==> src/ring_router_pkg.sv <==
package ring_router_pkg;

	// --------------------
	// Field widths
	// --------------------

	localparam int PKT_W = 64;
	localparam int HOP_W = 8;
	localparam int SRC_W = 16;
	localparam int DATA_W = 32;

	// Whatever is left after vc, dir and the wide fields
	localparam int RSV_W = PKT_W - 2 - HOP_W - SRC_W - DATA_W;

	// Even and odd channel per port side
	localparam int NUM_VC = 2;

	// --------------------
	// Hop codes
	// --------------------

	// Legal pe injection hops, thermometer coded
	localparam logic [HOP_W-1:0] HOP_ONE = 8'b0000_0001;
	localparam logic [HOP_W-1:0] HOP_TWO = 8'b0000_0011;
	localparam logic [HOP_W-1:0] HOP_THREE = 8'b0000_0111;

	// --------------------
	// Port indices
	// --------------------

	typedef enum logic [1:0] {
		PORT_CW = 2'd0,
		PORT_CCW = 2'd1,
		PORT_PE = 2'd2
	} port_e;

	// --------------------
	// Packet layout
	// --------------------

	// Bit 63 is vc, bit 62 is dir, hop sits at 55:48
	typedef struct packed {
		logic vc;
		logic dir;
		logic [RSV_W-1:0] rsv;
		logic [HOP_W-1:0] hop;
		logic [SRC_W-1:0] src;
		logic [DATA_W-1:0] data;
	} packet_t;

endpackage

==> src/pe_inject.sv <==
module pe_inject (
	input  ring_router_pkg::packet_t pkt,
	output ring_router_pkg::packet_t fixed,
	output logic malformed
);

	// Injected packets may only ask for one to three hops.
	// Two hops go clockwise whatever the pe asked for, and three hops
	// are turned into one hop the other way round the ring.
	always_comb begin
		fixed = pkt;
		malformed = 1'b0;
		case (pkt.hop)
			ring_router_pkg::HOP_ONE: begin
				// Neighbour in the requested direction
				fixed = pkt;
			end
			ring_router_pkg::HOP_TWO: begin
				// Either way is as short, pick cw
				fixed.dir = 1'b1;
			end
			ring_router_pkg::HOP_THREE: begin
				// Shorter going the other way
				fixed.dir = ~pkt.dir;
				fixed.hop = ring_router_pkg::HOP_ONE;
			end
			default: begin
				// Not a legal thermometer code for injection
				malformed = 1'b1;
			end
		endcase
	end

endmodule

==> src/vc_slot_pair.sv <==
module vc_slot_pair (
	input  logic clk,
	input  logic reset,
	input  logic polarity,
	input  logic wr_en,
	input  logic rd_ext,
	input  ring_router_pkg::packet_t wr_pkt,
	input  logic int_rd,
	input  logic int_wr,
	input  ring_router_pkg::packet_t int_pkt,
	output logic ext_full,
	output logic int_full,
	output ring_router_pkg::packet_t ext_pkt,
	output ring_router_pkg::packet_t int_pkt_out
);

	ring_router_pkg::packet_t slot [ring_router_pkg::NUM_VC];
	logic [ring_router_pkg::NUM_VC-1:0] full;
	ring_router_pkg::packet_t stamped;
	logic ext_sel;
	logic int_sel;

	// Outside world uses the current channel, the switch the other one
	assign ext_sel = polarity;
	assign int_sel = ~polarity;

	// Packet takes the channel it was written on
	always_comb begin
		stamped = wr_pkt;
		stamped.vc = polarity;
	end

	// --------------------
	// Full flags
	// --------------------

	always_ff @(posedge clk) begin
		if (reset) begin
			full <= '0;
		end else begin
			if (wr_en) begin
				full[ext_sel] <= 1'b1;
			end else if (rd_ext) begin
				full[ext_sel] <= 1'b0;
			end
			if (int_wr) begin
				full[int_sel] <= 1'b1;
			end else if (int_rd) begin
				full[int_sel] <= 1'b0;
			end
		end
	end

	// --------------------
	// Packet storage
	// --------------------

	always_ff @(posedge clk) begin
		if (wr_en) begin
			slot[ext_sel] <= stamped;
		end
		if (int_wr) begin
			slot[int_sel] <= int_pkt;
		end
	end

	assign ext_full = full[ext_sel];
	assign int_full = full[int_sel];
	assign ext_pkt = slot[ext_sel];
	assign int_pkt_out = slot[int_sel];

endmodule

==> src/rr_arbiter.sv <==
module rr_arbiter (
	input  logic clk,
	input  logic reset,
	input  logic [1:0] req,
	output logic [1:0] grant
);

	// Low favours req[0], high favours req[1]
	logic prio;

	// Same-cycle grant, the favoured side wins a tie
	always_comb begin
		grant = 2'b00;
		if (req[0] && (!prio || !req[1])) begin
			grant[0] = 1'b1;
		end else if (req[1]) begin
			grant[1] = 1'b1;
		end
	end

	// --------------------
	// Priority update
	// --------------------

	// The winner drops to the back
	always_ff @(posedge clk) begin
		if (reset) begin
			prio <= 1'b0;
		end else if (grant[0]) begin
			prio <= 1'b1;
		end else if (grant[1]) begin
			prio <= 1'b0;
		end
	end

endmodule

==> src/switch_core.sv <==
module switch_core (
	input  logic clk,
	input  logic reset,
	input  logic [2:0] in_full,
	input  ring_router_pkg::packet_t in_pkt [3],
	input  logic [2:0] out_full,
	output logic [2:0] in_rd,
	output logic [2:0] out_wr,
	output ring_router_pkg::packet_t out_pkt [3]
);

	// One hop taken, thermometer shrinks by one
	function automatic ring_router_pkg::packet_t hop_step(input ring_router_pkg::packet_t p);
		ring_router_pkg::packet_t q;
		q = p;
		q.hop = p.hop >> 1;
		return q;
	endfunction

	logic cw_stay;
	logic ccw_stay;
	logic pe_to_cw;
	logic [1:0] cw_req;
	logic [1:0] ccw_req;
	logic [1:0] pe_req;
	logic [1:0] cw_gnt;
	logic [1:0] ccw_gnt;
	logic [1:0] pe_gnt;
	ring_router_pkg::packet_t cw_step;
	ring_router_pkg::packet_t ccw_step;

	// --------------------
	// Route computation
	// --------------------

	// Ring packets keep going while hop bit 0 is set, else they are home
	assign cw_stay = in_pkt[ring_router_pkg::PORT_CW].hop[0];
	assign ccw_stay = in_pkt[ring_router_pkg::PORT_CCW].hop[0];

	// pe packets follow their direction bit
	assign pe_to_cw = in_pkt[ring_router_pkg::PORT_PE].dir;

	// --------------------
	// Requests
	// --------------------

	// Slot 0 of each arbiter is the ring input on that side
	assign cw_req[0] = in_full[ring_router_pkg::PORT_CW] && cw_stay
		&& !out_full[ring_router_pkg::PORT_CW];
	assign cw_req[1] = in_full[ring_router_pkg::PORT_PE] && pe_to_cw
		&& !out_full[ring_router_pkg::PORT_CW];

	assign ccw_req[0] = in_full[ring_router_pkg::PORT_CCW] && ccw_stay
		&& !out_full[ring_router_pkg::PORT_CCW];
	assign ccw_req[1] = in_full[ring_router_pkg::PORT_PE] && !pe_to_cw
		&& !out_full[ring_router_pkg::PORT_CCW];

	assign pe_req[0] = in_full[ring_router_pkg::PORT_CW] && !cw_stay
		&& !out_full[ring_router_pkg::PORT_PE];
	assign pe_req[1] = in_full[ring_router_pkg::PORT_CCW] && !ccw_stay
		&& !out_full[ring_router_pkg::PORT_PE];

	// --------------------
	// Arbiters
	// --------------------

	rr_arbiter cw_arb (
		.clk(clk),
		.reset(reset),
		.req(cw_req),
		.grant(cw_gnt)
	);

	rr_arbiter ccw_arb (
		.clk(clk),
		.reset(reset),
		.req(ccw_req),
		.grant(ccw_gnt)
	);

	rr_arbiter pe_arb (
		.clk(clk),
		.reset(reset),
		.req(pe_req),
		.grant(pe_gnt)
	);

	// --------------------
	// Moves
	// --------------------

	// Each input requests only one output, so at most one grant per input
	assign in_rd[ring_router_pkg::PORT_CW] = cw_gnt[0] | pe_gnt[0];
	assign in_rd[ring_router_pkg::PORT_CCW] = ccw_gnt[0] | pe_gnt[1];
	assign in_rd[ring_router_pkg::PORT_PE] = cw_gnt[1] | ccw_gnt[1];

	assign out_wr[ring_router_pkg::PORT_CW] = |cw_gnt;
	assign out_wr[ring_router_pkg::PORT_CCW] = |ccw_gnt;
	assign out_wr[ring_router_pkg::PORT_PE] = |pe_gnt;

	assign cw_step = hop_step(in_pkt[ring_router_pkg::PORT_CW]);
	assign ccw_step = hop_step(in_pkt[ring_router_pkg::PORT_CCW]);

	// Injected packets enter the ring with their hop field as normalized
	assign out_pkt[ring_router_pkg::PORT_CW] = cw_gnt[1]
		? in_pkt[ring_router_pkg::PORT_PE] : cw_step;
	assign out_pkt[ring_router_pkg::PORT_CCW] = ccw_gnt[1]
		? in_pkt[ring_router_pkg::PORT_PE] : ccw_step;
	assign out_pkt[ring_router_pkg::PORT_PE] = pe_gnt[1] ? ccw_step : cw_step;

endmodule

==> src/ring_router.sv <==
module ring_router (
	input  logic clk,
	input  logic reset,
	input  logic polarity,
	input  ring_router_pkg::packet_t cw_in,
	input  ring_router_pkg::packet_t ccw_in,
	input  ring_router_pkg::packet_t pe_in,
	input  logic cw_send_in,
	input  logic ccw_send_in,
	input  logic pe_send_in,
	output logic cw_ready_in,
	output logic ccw_ready_in,
	output logic pe_ready_in,
	output ring_router_pkg::packet_t cw_out,
	output ring_router_pkg::packet_t ccw_out,
	output ring_router_pkg::packet_t pe_out,
	output logic cw_send_out,
	output logic ccw_send_out,
	output logic pe_send_out,
	input  logic cw_ready_out,
	input  logic ccw_ready_out,
	input  logic pe_ready_out
);

	logic [2:0] in_ext_full;
	logic [2:0] in_full;
	logic [2:0] out_full;
	logic [2:0] in_rd;
	logic [2:0] out_wr;
	ring_router_pkg::packet_t in_pkt [3];
	ring_router_pkg::packet_t out_pkt [3];
	ring_router_pkg::packet_t pe_fixed;
	logic pe_malformed;

	// Ready only reflects slot state, never the incoming data
	assign cw_ready_in = !in_ext_full[ring_router_pkg::PORT_CW];
	assign ccw_ready_in = !in_ext_full[ring_router_pkg::PORT_CCW];
	assign pe_ready_in = !in_ext_full[ring_router_pkg::PORT_PE];

	pe_inject pe_inj (
		.pkt(pe_in),
		.fixed(pe_fixed),
		.malformed(pe_malformed)
	);

	// --------------------
	// Input slots
	// --------------------

	vc_slot_pair cw_in_slots (
		.clk(clk), .reset(reset), .polarity(polarity),
		.wr_en(cw_send_in && cw_ready_in), .rd_ext(1'b0), .wr_pkt(cw_in),
		.int_rd(in_rd[ring_router_pkg::PORT_CW]), .int_wr(1'b0), .int_pkt('0),
		.ext_full(in_ext_full[ring_router_pkg::PORT_CW]),
		.int_full(in_full[ring_router_pkg::PORT_CW]),
		.ext_pkt(), .int_pkt_out(in_pkt[ring_router_pkg::PORT_CW])
	);

	vc_slot_pair ccw_in_slots (
		.clk(clk), .reset(reset), .polarity(polarity),
		.wr_en(ccw_send_in && ccw_ready_in), .rd_ext(1'b0), .wr_pkt(ccw_in),
		.int_rd(in_rd[ring_router_pkg::PORT_CCW]), .int_wr(1'b0), .int_pkt('0),
		.ext_full(in_ext_full[ring_router_pkg::PORT_CCW]),
		.int_full(in_full[ring_router_pkg::PORT_CCW]),
		.ext_pkt(), .int_pkt_out(in_pkt[ring_router_pkg::PORT_CCW])
	);

	// Malformed packets are taken off the port but never stored
	vc_slot_pair pe_in_slots (
		.clk(clk), .reset(reset), .polarity(polarity),
		.wr_en(pe_send_in && pe_ready_in && !pe_malformed), .rd_ext(1'b0),
		.wr_pkt(pe_fixed),
		.int_rd(in_rd[ring_router_pkg::PORT_PE]), .int_wr(1'b0), .int_pkt('0),
		.ext_full(in_ext_full[ring_router_pkg::PORT_PE]),
		.int_full(in_full[ring_router_pkg::PORT_PE]),
		.ext_pkt(), .int_pkt_out(in_pkt[ring_router_pkg::PORT_PE])
	);

	switch_core core (
		.clk(clk),
		.reset(reset),
		.in_full(in_full),
		.in_pkt(in_pkt),
		.out_full(out_full),
		.in_rd(in_rd),
		.out_wr(out_wr),
		.out_pkt(out_pkt)
	);

	// --------------------
	// Output slots
	// --------------------

	// A full slot on the current channel is the send strobe
	vc_slot_pair cw_out_slots (
		.clk(clk), .reset(reset), .polarity(polarity),
		.wr_en(1'b0), .rd_ext(cw_send_out && cw_ready_out), .wr_pkt('0),
		.int_rd(1'b0), .int_wr(out_wr[ring_router_pkg::PORT_CW]),
		.int_pkt(out_pkt[ring_router_pkg::PORT_CW]),
		.ext_full(cw_send_out), .int_full(out_full[ring_router_pkg::PORT_CW]),
		.ext_pkt(cw_out), .int_pkt_out()
	);

	vc_slot_pair ccw_out_slots (
		.clk(clk), .reset(reset), .polarity(polarity),
		.wr_en(1'b0), .rd_ext(ccw_send_out && ccw_ready_out), .wr_pkt('0),
		.int_rd(1'b0), .int_wr(out_wr[ring_router_pkg::PORT_CCW]),
		.int_pkt(out_pkt[ring_router_pkg::PORT_CCW]),
		.ext_full(ccw_send_out), .int_full(out_full[ring_router_pkg::PORT_CCW]),
		.ext_pkt(ccw_out), .int_pkt_out()
	);

	vc_slot_pair pe_out_slots (
		.clk(clk), .reset(reset), .polarity(polarity),
		.wr_en(1'b0), .rd_ext(pe_send_out && pe_ready_out), .wr_pkt('0),
		.int_rd(1'b0), .int_wr(out_wr[ring_router_pkg::PORT_PE]),
		.int_pkt(out_pkt[ring_router_pkg::PORT_PE]),
		.ext_full(pe_send_out), .int_full(out_full[ring_router_pkg::PORT_PE]),
		.ext_pkt(pe_out), .int_pkt_out()
	);

endmodule

==> config.mk <==
export PLATFORM = sky130hd
export DESIGN_NAME = ring_router
export DESIGN_NICKNAME = d
export VERILOG_FILES = /design/src/ring_router_pkg.sv /design/src/pe_inject.sv /design/src/vc_slot_pair.sv /design/src/rr_arbiter.sv /design/src/switch_core.sv /design/src/ring_router.sv
export SDC_FILE = /design/constraint.sdc
export NUM_CORES = 1
export LEC_CHECK = 0
export BUFFER_PORTS_ARGS = -buffer_cell sky130_fd_sc_hd__buf_4
export CAP_MARGIN = 30
export CORE_MARGIN = 8
export CORE_UTILIZATION = 55
export CTS_CLUSTER_SIZE = 24
export DETAILED_ROUTE_END_ITERATION = 12
export PLACE_DENSITY_LB_ADDON = 0.3
export SLEW_MARGIN = 20
export SYNTH_ARGS = -nofsm -noshare
export SYNTH_HDL_FRONTEND = slang
export SYNTH_SLANG_ARGS = --single-unit
==> constraint.sdc <==
create_clock -name clk -period 11.15 [get_ports clk]
set_input_delay 1.115 -clock clk [delete_from_list [all_inputs] [get_ports clk]]
set_output_delay 1.115 -clock clk [all_outputs]
set_load 0.1 [all_outputs]
==> metrics.txt, run 1 <==
H-tree lvl count=3; combinational share of power=a little over a tenth; top cells by count, synth=edfxtp_1 (766), mux2_2 (194), mux4_2 (187), buf_2 (43), nor2_1 (19); final worst setup slack=5.58 ns; Setup Viol. Count Final=0; GPL Wtd Cong=0.787; syn_area_per_cell=22.9 um2; area growth from synthesis to layout=20.1%; flop and latch count out of synthesis=781; number of vias per cell=roughly 6.0; post-layout util=about two thirds; Final Max Slew Viols=0; Synth cell types=48; RR Startpoint=pe_in_slots.full[0]; dominant cell type by area after synthesis=edfxtp_1; hold_sp=core.pe_arb.prio; total clock sinks=slightly below 800; number of global-route vias before repair=roughly 17k; Max Fclk=about 0.18 GHz; Hold Path Class=reg -> reg; Hold Path End=core.pe_arb.prio; proportion of layout cells with a drive suffix above 1=50.7%; TritonCTS Buffers=79; Pwr Total=about 6600 uW; internal power=around 5000 uW; post_cts resized=0; DR pass1 iterations=5; Reg area=0.0233 mm2; die area=0.0640 mm2; CTS tree=done; IO buf count=around 400; overall routed net length=around 77 mm; DP HPWL=roughly 47 mm; cell row count=87; post-route ant nets=0; TNS Setup=0 ns; Vias=around 16k; share of the synthesized area in the top cell type=74.4%; Worst VDD drop=0.144 mV; clk slew on worst S/H paths=0.06 ns; CTS root buf=clkbuf_16; Period minus WS final=approximately 5.6 ns; clk buf depth=3; CP startpoint kind=input pin; final hold vios=0; CP Capture Type=primary output; first-pass GRT wire length=between 100 and 150 mm; Syn Std Cell Area=between 0.03 and 0.04 mm2; register area share after synthesis=75.4%; R2R depth=5; WP data arrival=around 4.5 ns; number of max-cap violations=0; hold_ws=0.483 ns; Primary FF master, synth=edfxtp_1; initial core utilization=between 50% and 60%; drc violations=0; reg2reg end=ccw_out_slots.slot[0][39]; area of the multi-input gates=between 0.007 and 0.008 mm2; NetSw=1550 uW; hold_buf cts=0; reg2reg setup slack=8.01 ns; Synth Instances=between 1k and 1.5k; relative slew slack=29.7%; Worst Tran Pin Value=approximately 1.1 ns; mean routed wirelength per cell=29.5 um; PD cells=177 mW/mm2; # IOs=~400; CORE AREA=about 0.056 mm2; clock latency at the later pin of the worst-skew pair=around 0.62 ns; total gr overflow=0; initial antenna violation count=11; Net Sw Frac=about a quarter; leak pwr=0.0126 uW; Fillers=3,647; Syn Nets=roughly 1.5k; pre-CTS setup slack=5.46 ns; Async SR Flop Fraction=0%; DRT iter0 DRCs=between 1k and 1.5k; status=complete, no violations; dominant cell by count in the synthesized netlist=edfxtp_1; Clk pwr share=between 30% and 40%; WHS Path Cells=2; main area contributors after synthesis=edfxtp_1 (74%), mux4_2 (14%), mux2_2 (7.1%); nets=1,982; sequential share of power=51.5%; largest net degree at the start of global routing=between 100 and 150; yosys warns=0; crit path max fanout=82; Worst Setup Path Type=in -> out; crit share post-route=roughly half; DIE WIDTH=253 um; Layout Skew=approximately 0.038 ns; die height=between 200 and 300 um; Total GRT Usage=between 20% and 30%; EDFF count, synth=766; Worst EP required=10.04 ns; unrepaired setup endpoints after global routing=false; postcts setup bufs=0
==> how the worst max path moves through the flow <==
stage	from	endpoint	slack, ns	cells past startpoint
finish	polarity	pe_out[3]	5.58	6
global route	polarity	cw_out[3]	5.29	6
CTS	polarity	cw_out[3]	5.46	6
detailed placement	polarity	cw_out[3]	5.46	6
global placement	polarity	ccw_out[2]	5.45	6
floorplan	polarity	ccw_in_slots.slot[1][0]	4.15	5
==> sequential cells by signal (all words and copies together) (netlist names) <==
name and flops:
ccw_in_slots.full 2, ccw_in_slots.slot 128, ccw_out_slots.full 2, ccw_out_slots.slot 128
core.ccw_arb.prio 1, core.cw_arb.prio 1, core.pe_arb.prio 1, cw_in_slots.full 2
cw_in_slots.slot 128, cw_out_slots.full 2, cw_out_slots.slot 128, pe_in_slots.full 2
pe_in_slots.slot 128, pe_out_slots.full 2, pe_out_slots.slot 126
==> power groups by stage <==
stage | Combinational, uW | Clock [uW] | Sequential [uW]
global route | 721 | 2640 | 3380
global placement | 690 | 0 | 3430
CTS | 701 | 2530 | 3370
detailed placement | 700 | 0 | 3430
floorplan | 492 | 0 | 3430
finish | 695 | 2490 | 3370
==> cells in the final DEF (no fill, tap or decap), types with 6 or more instances in the layout <==
cell type  instances
a21oi_1           11
buf_4            424
clkbuf_1          20
clkbuf_16         81
clkinv_1          13
clkinv_2          12
dfxtp_1           15
diode_2            7
edfxtp_1         766
mux2_2           194
mux2i_1            7
mux4_2           187
nand2_1            9
nand2b_1           9
nor2_1            13
nor2_4             7
o31ai_1            6
==> metal layers <==
layer,vias to the layer above,routed length [um],GRT usage [%]
met4,10,2520,8.91
met2,770,40000,41.6
li1,6573,-,-
met1,8145,27600,28.6
met5,-,69,0
met3,147,6280,4.77
==> final cells by class <==
cell class / count / share of cell area (%)
clock buffers: 101 / 5.66
well taps: 756 / 2.55
inverters: 1 / 0.0236
diodes: 7 / 0.0472
clock inverters: 34 / 0.839
repair buffers: 426 / 8.67
multi-input cells: 492 / 19.4
flip-flops and latches: 781 / 62.8
==> worst max-delay path, cell delays in order <==
cell and delay (ns):
buf_8 0.47, buf_4 0.76, buf_4 0.60, buf_4 0.72
mux2_2 0.44, buf_4 0.24
==> per-stage QoR <==
| step | cell area [um2] | instances |
|---|---|---|
| floorplan | 30900 | 1348 |
| global placement | 34700 | 2456 |
| detailed placement | 34700 | 2456 |
| CTS | 37100 | 2591 |
| global route | 37100 | 2595 |
| finish | 37100 | 2598 |
==> kinds of logic (layout without fill, tap and decap cells) <==
logic type | Yosys count | after routing | share of synthesized area [%]
mux | 389 | 389 | 21.0
compound gates | 34 | 34 | 0.717
flops | 781 | 781 | 75.4
buf+inv | 75 | 562 | 1.51
simple gates | 68 | 68 | 1.40
other cells | 1 | 8 | 0.0121
Power figures use the tool's default switching activity.
==> run 2, diff against run 1 <==
==> constraint.sdc (replaced) <==
create_clock -name clk -period 5.7 [get_ports clk]
set_input_delay 0.57 -clock clk [delete_from_list [all_inputs] [get_ports clk]]
set_output_delay 0.57 -clock clk [all_outputs]
set_load 0.1 [all_outputs]
==> run 2 against run 1 <==
Compared with the run above:
- sequential power grew 96%
- cell area is 0.69% higher
- worst hold slack got worse by 0.34 ns
- via count is 0.95% higher
- power increased by 97%
- first-iteration DRC count is 2.2% lower
- clock-buffer cell count rose by 6
- core utilization rose by 0.46 points
- sequential share of layout area is 0.43 points lower
- cell count is 0.65% higher
- combinational power is 99% higher
- non-clock buffer count unchanged
- largest power group unchanged
==> metrics.txt, run 2 (same netlist as run 1, synthesis figures left out) <==
status=complete, no violations; total gr overflow=0; internal power=around 10000 uW; postcts setup bufs=0; PD cells=between 300 and 400 mW/mm2; Area after DPL=~0.035 mm2; Pwr Total=between 10,000 and 15,000 uW; die height=253 um; Clk pwr share=a little under two fifths; CORE AREA=between 0.05 and 0.06 mm2; leak pwr=roughly 0.013 uW; Net Sw Frac=a little under a quarter; hold_ws=around 0.15 ns; number of vias per cell=approximately 6.0; DRT iter0 DRCs=approximately 1.4k; CTS root buf=clkbuf_16; Final Max Slew Viols=0; CP Capture Type=primary output; H-tree lvl count=3; cell row count=87; final hold vios=0; Max Fclk=between 0.3 and 0.4 GHz; hold_buf cts=0; Layout Skew=approximately 0.018 ns; area growth from synthesis to layout=21.0%; number of global-route vias before repair=between 15k and 20k; Worst Tran Pin Value=0.916 ns; clock latency at the later pin of the worst-skew pair=about 0.6 ns; crit path max fanout=89; post_cts resized=0; crit share post-route=a little under three fifths; post-route ant nets=0; most common cell after layout, fill and taps aside=edfxtp_1; total clock sinks=781; initial antenna violation count=14; clk slew on worst S/H paths=approximately 0.060 ns; die area=0.0640 mm2; Setup Viol. Count Final=0; sequential share of power=between 50% and 60%; mean routed wirelength per cell=about 30 um; combinational share of power=between 10% and 20%; Worst VDD drop=between 0.2 and 0.3 mV; DIE WIDTH=roughly 250 um; DP HPWL=about 48 mm; relative slew slack=between 30% and 40%; IO buf count=about 390; # IOs=between 300 and 400; drc violations=0; CTS tree=done; TNS Setup=0 ns; WP data arrival=between 2 and 3 ns; CP startpoint kind=input pin; Worst EP required=5.13 ns; NetSw=3070 uW; unrepaired setup endpoints after global routing=false; Worst Setup Path Type=in -> out; TritonCTS Buffers=slightly below 80; Period minus WS final=between 3 and 4 ns; Final Cell Area=0.0374 mm2; initial core utilization=a little under three fifths; proportion of layout cells with a drive suffix above 1=between 50% and 60%; DR pass1 iterations=5; first-pass GRT wire length=about 110 mm; overall routed net length=roughly 77 mm; clk buf depth=3; largest net degree at the start of global routing=around 110; GPL Wtd Cong=approximately 0.8; number of max-cap violations=0; Hold Path Class=in -> reg; highest-count cells in the layout ignoring fill and taps=edfxtp_1 (766), buf_4 (415), mux2_2 (194), mux4_2 (187), clkbuf_16 (83); Vias=~16k; Total GRT Usage=between 20% and 30%; nets=between 1.5k and 2k
## run 2: cell count changes in the layout (fill, tap and decap cells not counted), moves of 3 or more
cell        previous run  this run
clkbuf_1              20        24
buf_16                 0         3
diode_2                7        14
buf_12                 1         7
clkinvlp_4             0         3
inv_6                  2         5
clkinv_2              12         9
buf_4                424       415
## run 2: layout make-up
type,instances,area (um2)
multi-input cells,492,7240
flip-flops and latches,781,23300
inverters,1,8.76
fillers,3659,18600
diodes,14,35.0
well taps,756,946
clock inverters,38,327
clock buffers,107,2170
repair buffers,426,3350
## run 2: worst max-delay path, cell delays in order
cell	delay, ns
buf_8	0.59
buf_4	0.41
buf_16	0.30
mux2_2	0.41
buf_4	0.24
## run 2: metal layers
metal | global-route usage, % | vias to the layer above | routed length, um
met5 | 0 | - | 10
met4 | 9.17 | 2 | 1950
met3 | 5.44 | 109 | 6520
met2 | 41.1 | 749 | 40600
met1 | 29.0 | 8341 | 28100
li1 | - | 6593 | -
## run 2: final timing paths
path | depth (start not counted) | startpoint | slack, ns | to
setup / recovery | 5 | polarity | 2.48 | ccw_out[10]
hold reg to reg | 2 | core.pe_arb.prio | 0.48 | core.pe_arb.prio
hold / removal | 1 | ccw_in[26] | 0.15 | ccw_in_slots.slot[0][26]
setup reg to reg | 5 | ccw_in_slots.full[1] | 2.82 | pe_out_slots.slot[1][42]
## run 2: through the flow
stage	std cells	setup WS, ns	util [%]
3_3_place_gp	2453	1.97	62.1
3_5_place_dp	2455	1.95	62.2
6_report	2615	2.48	66.8
5_1_grt	2610	2.36	66.8
2_1_floorplan	1348	-0.756	-
4_1_cts	2600	2.21	66.7
## run 2: power by group through the flow
stage / clock, uW / combinational [uW] / sequential, uW
4_1_cts: 5070 / 1390 / 6600
5_1_grt: 5260 / 1430 / 6610
3_3_place_gp: 0 / 1360 / 6710
3_5_place_dp: 0 / 1380 / 6720
6_report: 4960 / 1380 / 6600
2_1_floorplan: 0 / 963 / 6710
==> run 3, diff against run 2 <==
--- a/config.mk
+++ b/config.mk
@@ -8,7 +8,7 @@
 export BUFFER_PORTS_ARGS = -buffer_cell sky130_fd_sc_hd__buf_4
 export CAP_MARGIN = 30
 export CORE_MARGIN = 8
-export CORE_UTILIZATION = 55
+export CORE_UTILIZATION = 52
 export CTS_CLUSTER_SIZE = 24
 export DETAILED_ROUTE_END_ITERATION = 12
 export PLACE_DENSITY_LB_ADDON = 0.3
==> constraint.sdc (replaced) <==
create_clock -name clk -period 2.8 [get_ports clk]
set_input_delay 0.28 -clock clk [delete_from_list [all_inputs] [get_ports clk]]
set_output_delay 0.28 -clock clk [all_outputs]
set_load 0.1 [all_outputs]
==> run 3 against run 2 <==
Compared with the run above:
- die area is 5.4% higher
- cell area rose by 6.0%
- core utilization grew 0.46 points
- via count increased by 5.4%
- clock skew is 0.0049 ns higher
- largest cell class unchanged
- worst setup slack worse by 2.1 ns
- non-clock buffer count rose by 200
==> metrics.txt, run 3 (same netlist as run 1, synthesis figures left out) <==
status=complete, no violations; hold_buf cts=slightly below 200; drc violations=0; # IOs=about 400; clk slew on worst S/H paths=0.06 ns; CTS root buf=clkbuf_16; Worst Setup Path Type=reg -> reg; final hold vios=0; CTS tree=done; DRT iter0 DRCs=1,400; M1 wire length=29.5 mm; unrepaired setup endpoints after global routing=false; Final Max Slew Viols=0; number of vias per cell=5.90; crit share post-route=between 80% and 90%; PD cells=676 mW/mm2; clock latency at the later pin of the worst-skew pair=roughly 0.60 ns; number of global-route vias before repair=between 15k and 20k; Worst VDD drop=roughly 0.63 mV; met2 routed WL=about 43 mm; uppermost layer routed=met4; H-tree lvl count=3; Total GRT Usage=23.5%; DIE WIDTH=roughly 260 um; highest-count cells in the layout ignoring fill and taps=edfxtp_1 (766), buf_4 (406), mux2_2 (194), dlygate4sd3_1 (193), mux4_2 (187); Final Cell Area=0.0396 mm2; post_cts resized=0; relative slew slack=approximately 37%; dpl cells=2,480; die height=~260 um; nets=about 2.2k; proportion of layout cells with a drive suffix above 1=~47%; Hold Path Class=in -> reg; Setup Viol. Count Final=0; Worst EP required=3.12 ns; Worst Tran Pin Value=~0.95 ns; initial antenna violation count=5; Period minus WS final=2.42 ns; cell row count=89; most common cell after layout, fill and taps aside=edfxtp_1; Vias=16.6k; post-route ant nets=0; leak pwr=roughly 0.014 uW; die area=~0.067 mm2; first-pass GRT wire length=116 mm; IO buf count=~390; total clock sinks=a little under 800; largest net degree at the start of global routing=between 100 and 150; clk buf depth=3; initial core utilization=a little over half; Max Fclk=0.413 GHz; Area after DPL=roughly 0.035 mm2; post-route insts no fill=2,823; Layout Skew=0.0233 ns; postcts setup bufs=0; TritonCTS Buffers=80; mean routed wirelength per cell=approximately 28 um; overall routed net length=80.1 mm; number of max-cap violations=0; total gr overflow=0; area growth from synthesis to layout=28.2%; DP HPWL=47.1 mm; DR pass1 iterations=5; CORE AREA=approximately 0.06 mm2; GPL Wtd Cong=between 0.7 and 0.8; met3 wire length=around 6 mm; WP data arrival=between 2 and 3 ns; Fillers=between 3k and 4k; crit path max fanout=13; CP Capture Type=register; CP startpoint kind=register; post-layout util=67.3%
==> run 3: cell types whose count changed in the layout (fill, tap and decap cells not counted), moves of 2 or more <==
cell | previous run | this run
buf_12 | 7 | 26
clkbuf_1 | 24 | 10
buf_16 | 3 | 0
clkinv_2 | 9 | 19
bufinv_16 | 5 | 8
nand2_1 | 9 | 7
buf_4 | 415 | 406
nor3b_2 | 2 | 0
mux2i_1 | 7 | 4
diode_2 | 14 | 8
mux2i_2 | 0 | 2
clkbuf_16 | 83 | 80
nor3b_4 | 2 | 4
dlygate4sd3_1 | 0 | 193
==> run 3: final timing paths <==
kind	startpoint	endpoint	slack [ns]	depth (start not counted)
max reg2reg	ccw_in_slots.full[1]	pe_out_slots.slot[0][14]	0.38	5
min	polarity	cw_out_slots.full[0]	0.09	3
max	ccw_in_slots.full[1]	pe_out_slots.slot[0][14]	0.38	5
min reg2reg	core.pe_arb.prio	core.pe_arb.prio	0.49	2
==> run 3: critical path: stages, from the launching register on <==
cell and delay (ns):
dfxtp_1 0.47, nor3b_1 0.38, o21ai_1 0.20, nor2_4 0.34, buf_4 0.36, mux4_2 0.38
==> run 3: report_power, final <==
group	leakage [uW]	switching [uW]	internal, uW
Clock	0.00124	4280	5980
Combinational	0.00521	1990	1090
Sequential	0.00713	137	13300
Total	0.0136	6410	20400
==> run 3: metal layers <==
metal | up-vias | track usage [%]
met1 | 8765 | 28.8
met2 | 754 | 41.8
met3 | 111 | 4.81
met5 | - | 0
met4 | 0 | 6.84
li1 | 7016 | -
==> run 3: area by class of cell <==
class	count	area [um2]	area share (%)
flip-flops and latches	781	23300	58.8
multi-input cells	492	7290	18.4
inverters	1	8.76	0.0221
well taps	773	967	2.44
repair buffers	626	5520	13.9
diodes	8	20.0	0.0505
clock inverters	52	482	1.22
clock buffers	90	2040	5.15
==> run 3: stage by stage <==
step / worst slack [ns] / setup TNS [ns] / hold slack (ns) / power (uW)
after CTS: 0.361 / 0 / 0.0475 / 26900
after detailed placement: 0.315 / 0 / 0.468 / 16500
after global placement: 0.397 / 0 / 0.465 / 16500
after global routing: 0.238 / 0 / 0.0751 / 27500
after floorplan: -0.405 / -80.37 / 0.379 / 15600
final: 0.380 / 0 / 0.0890 / 26800
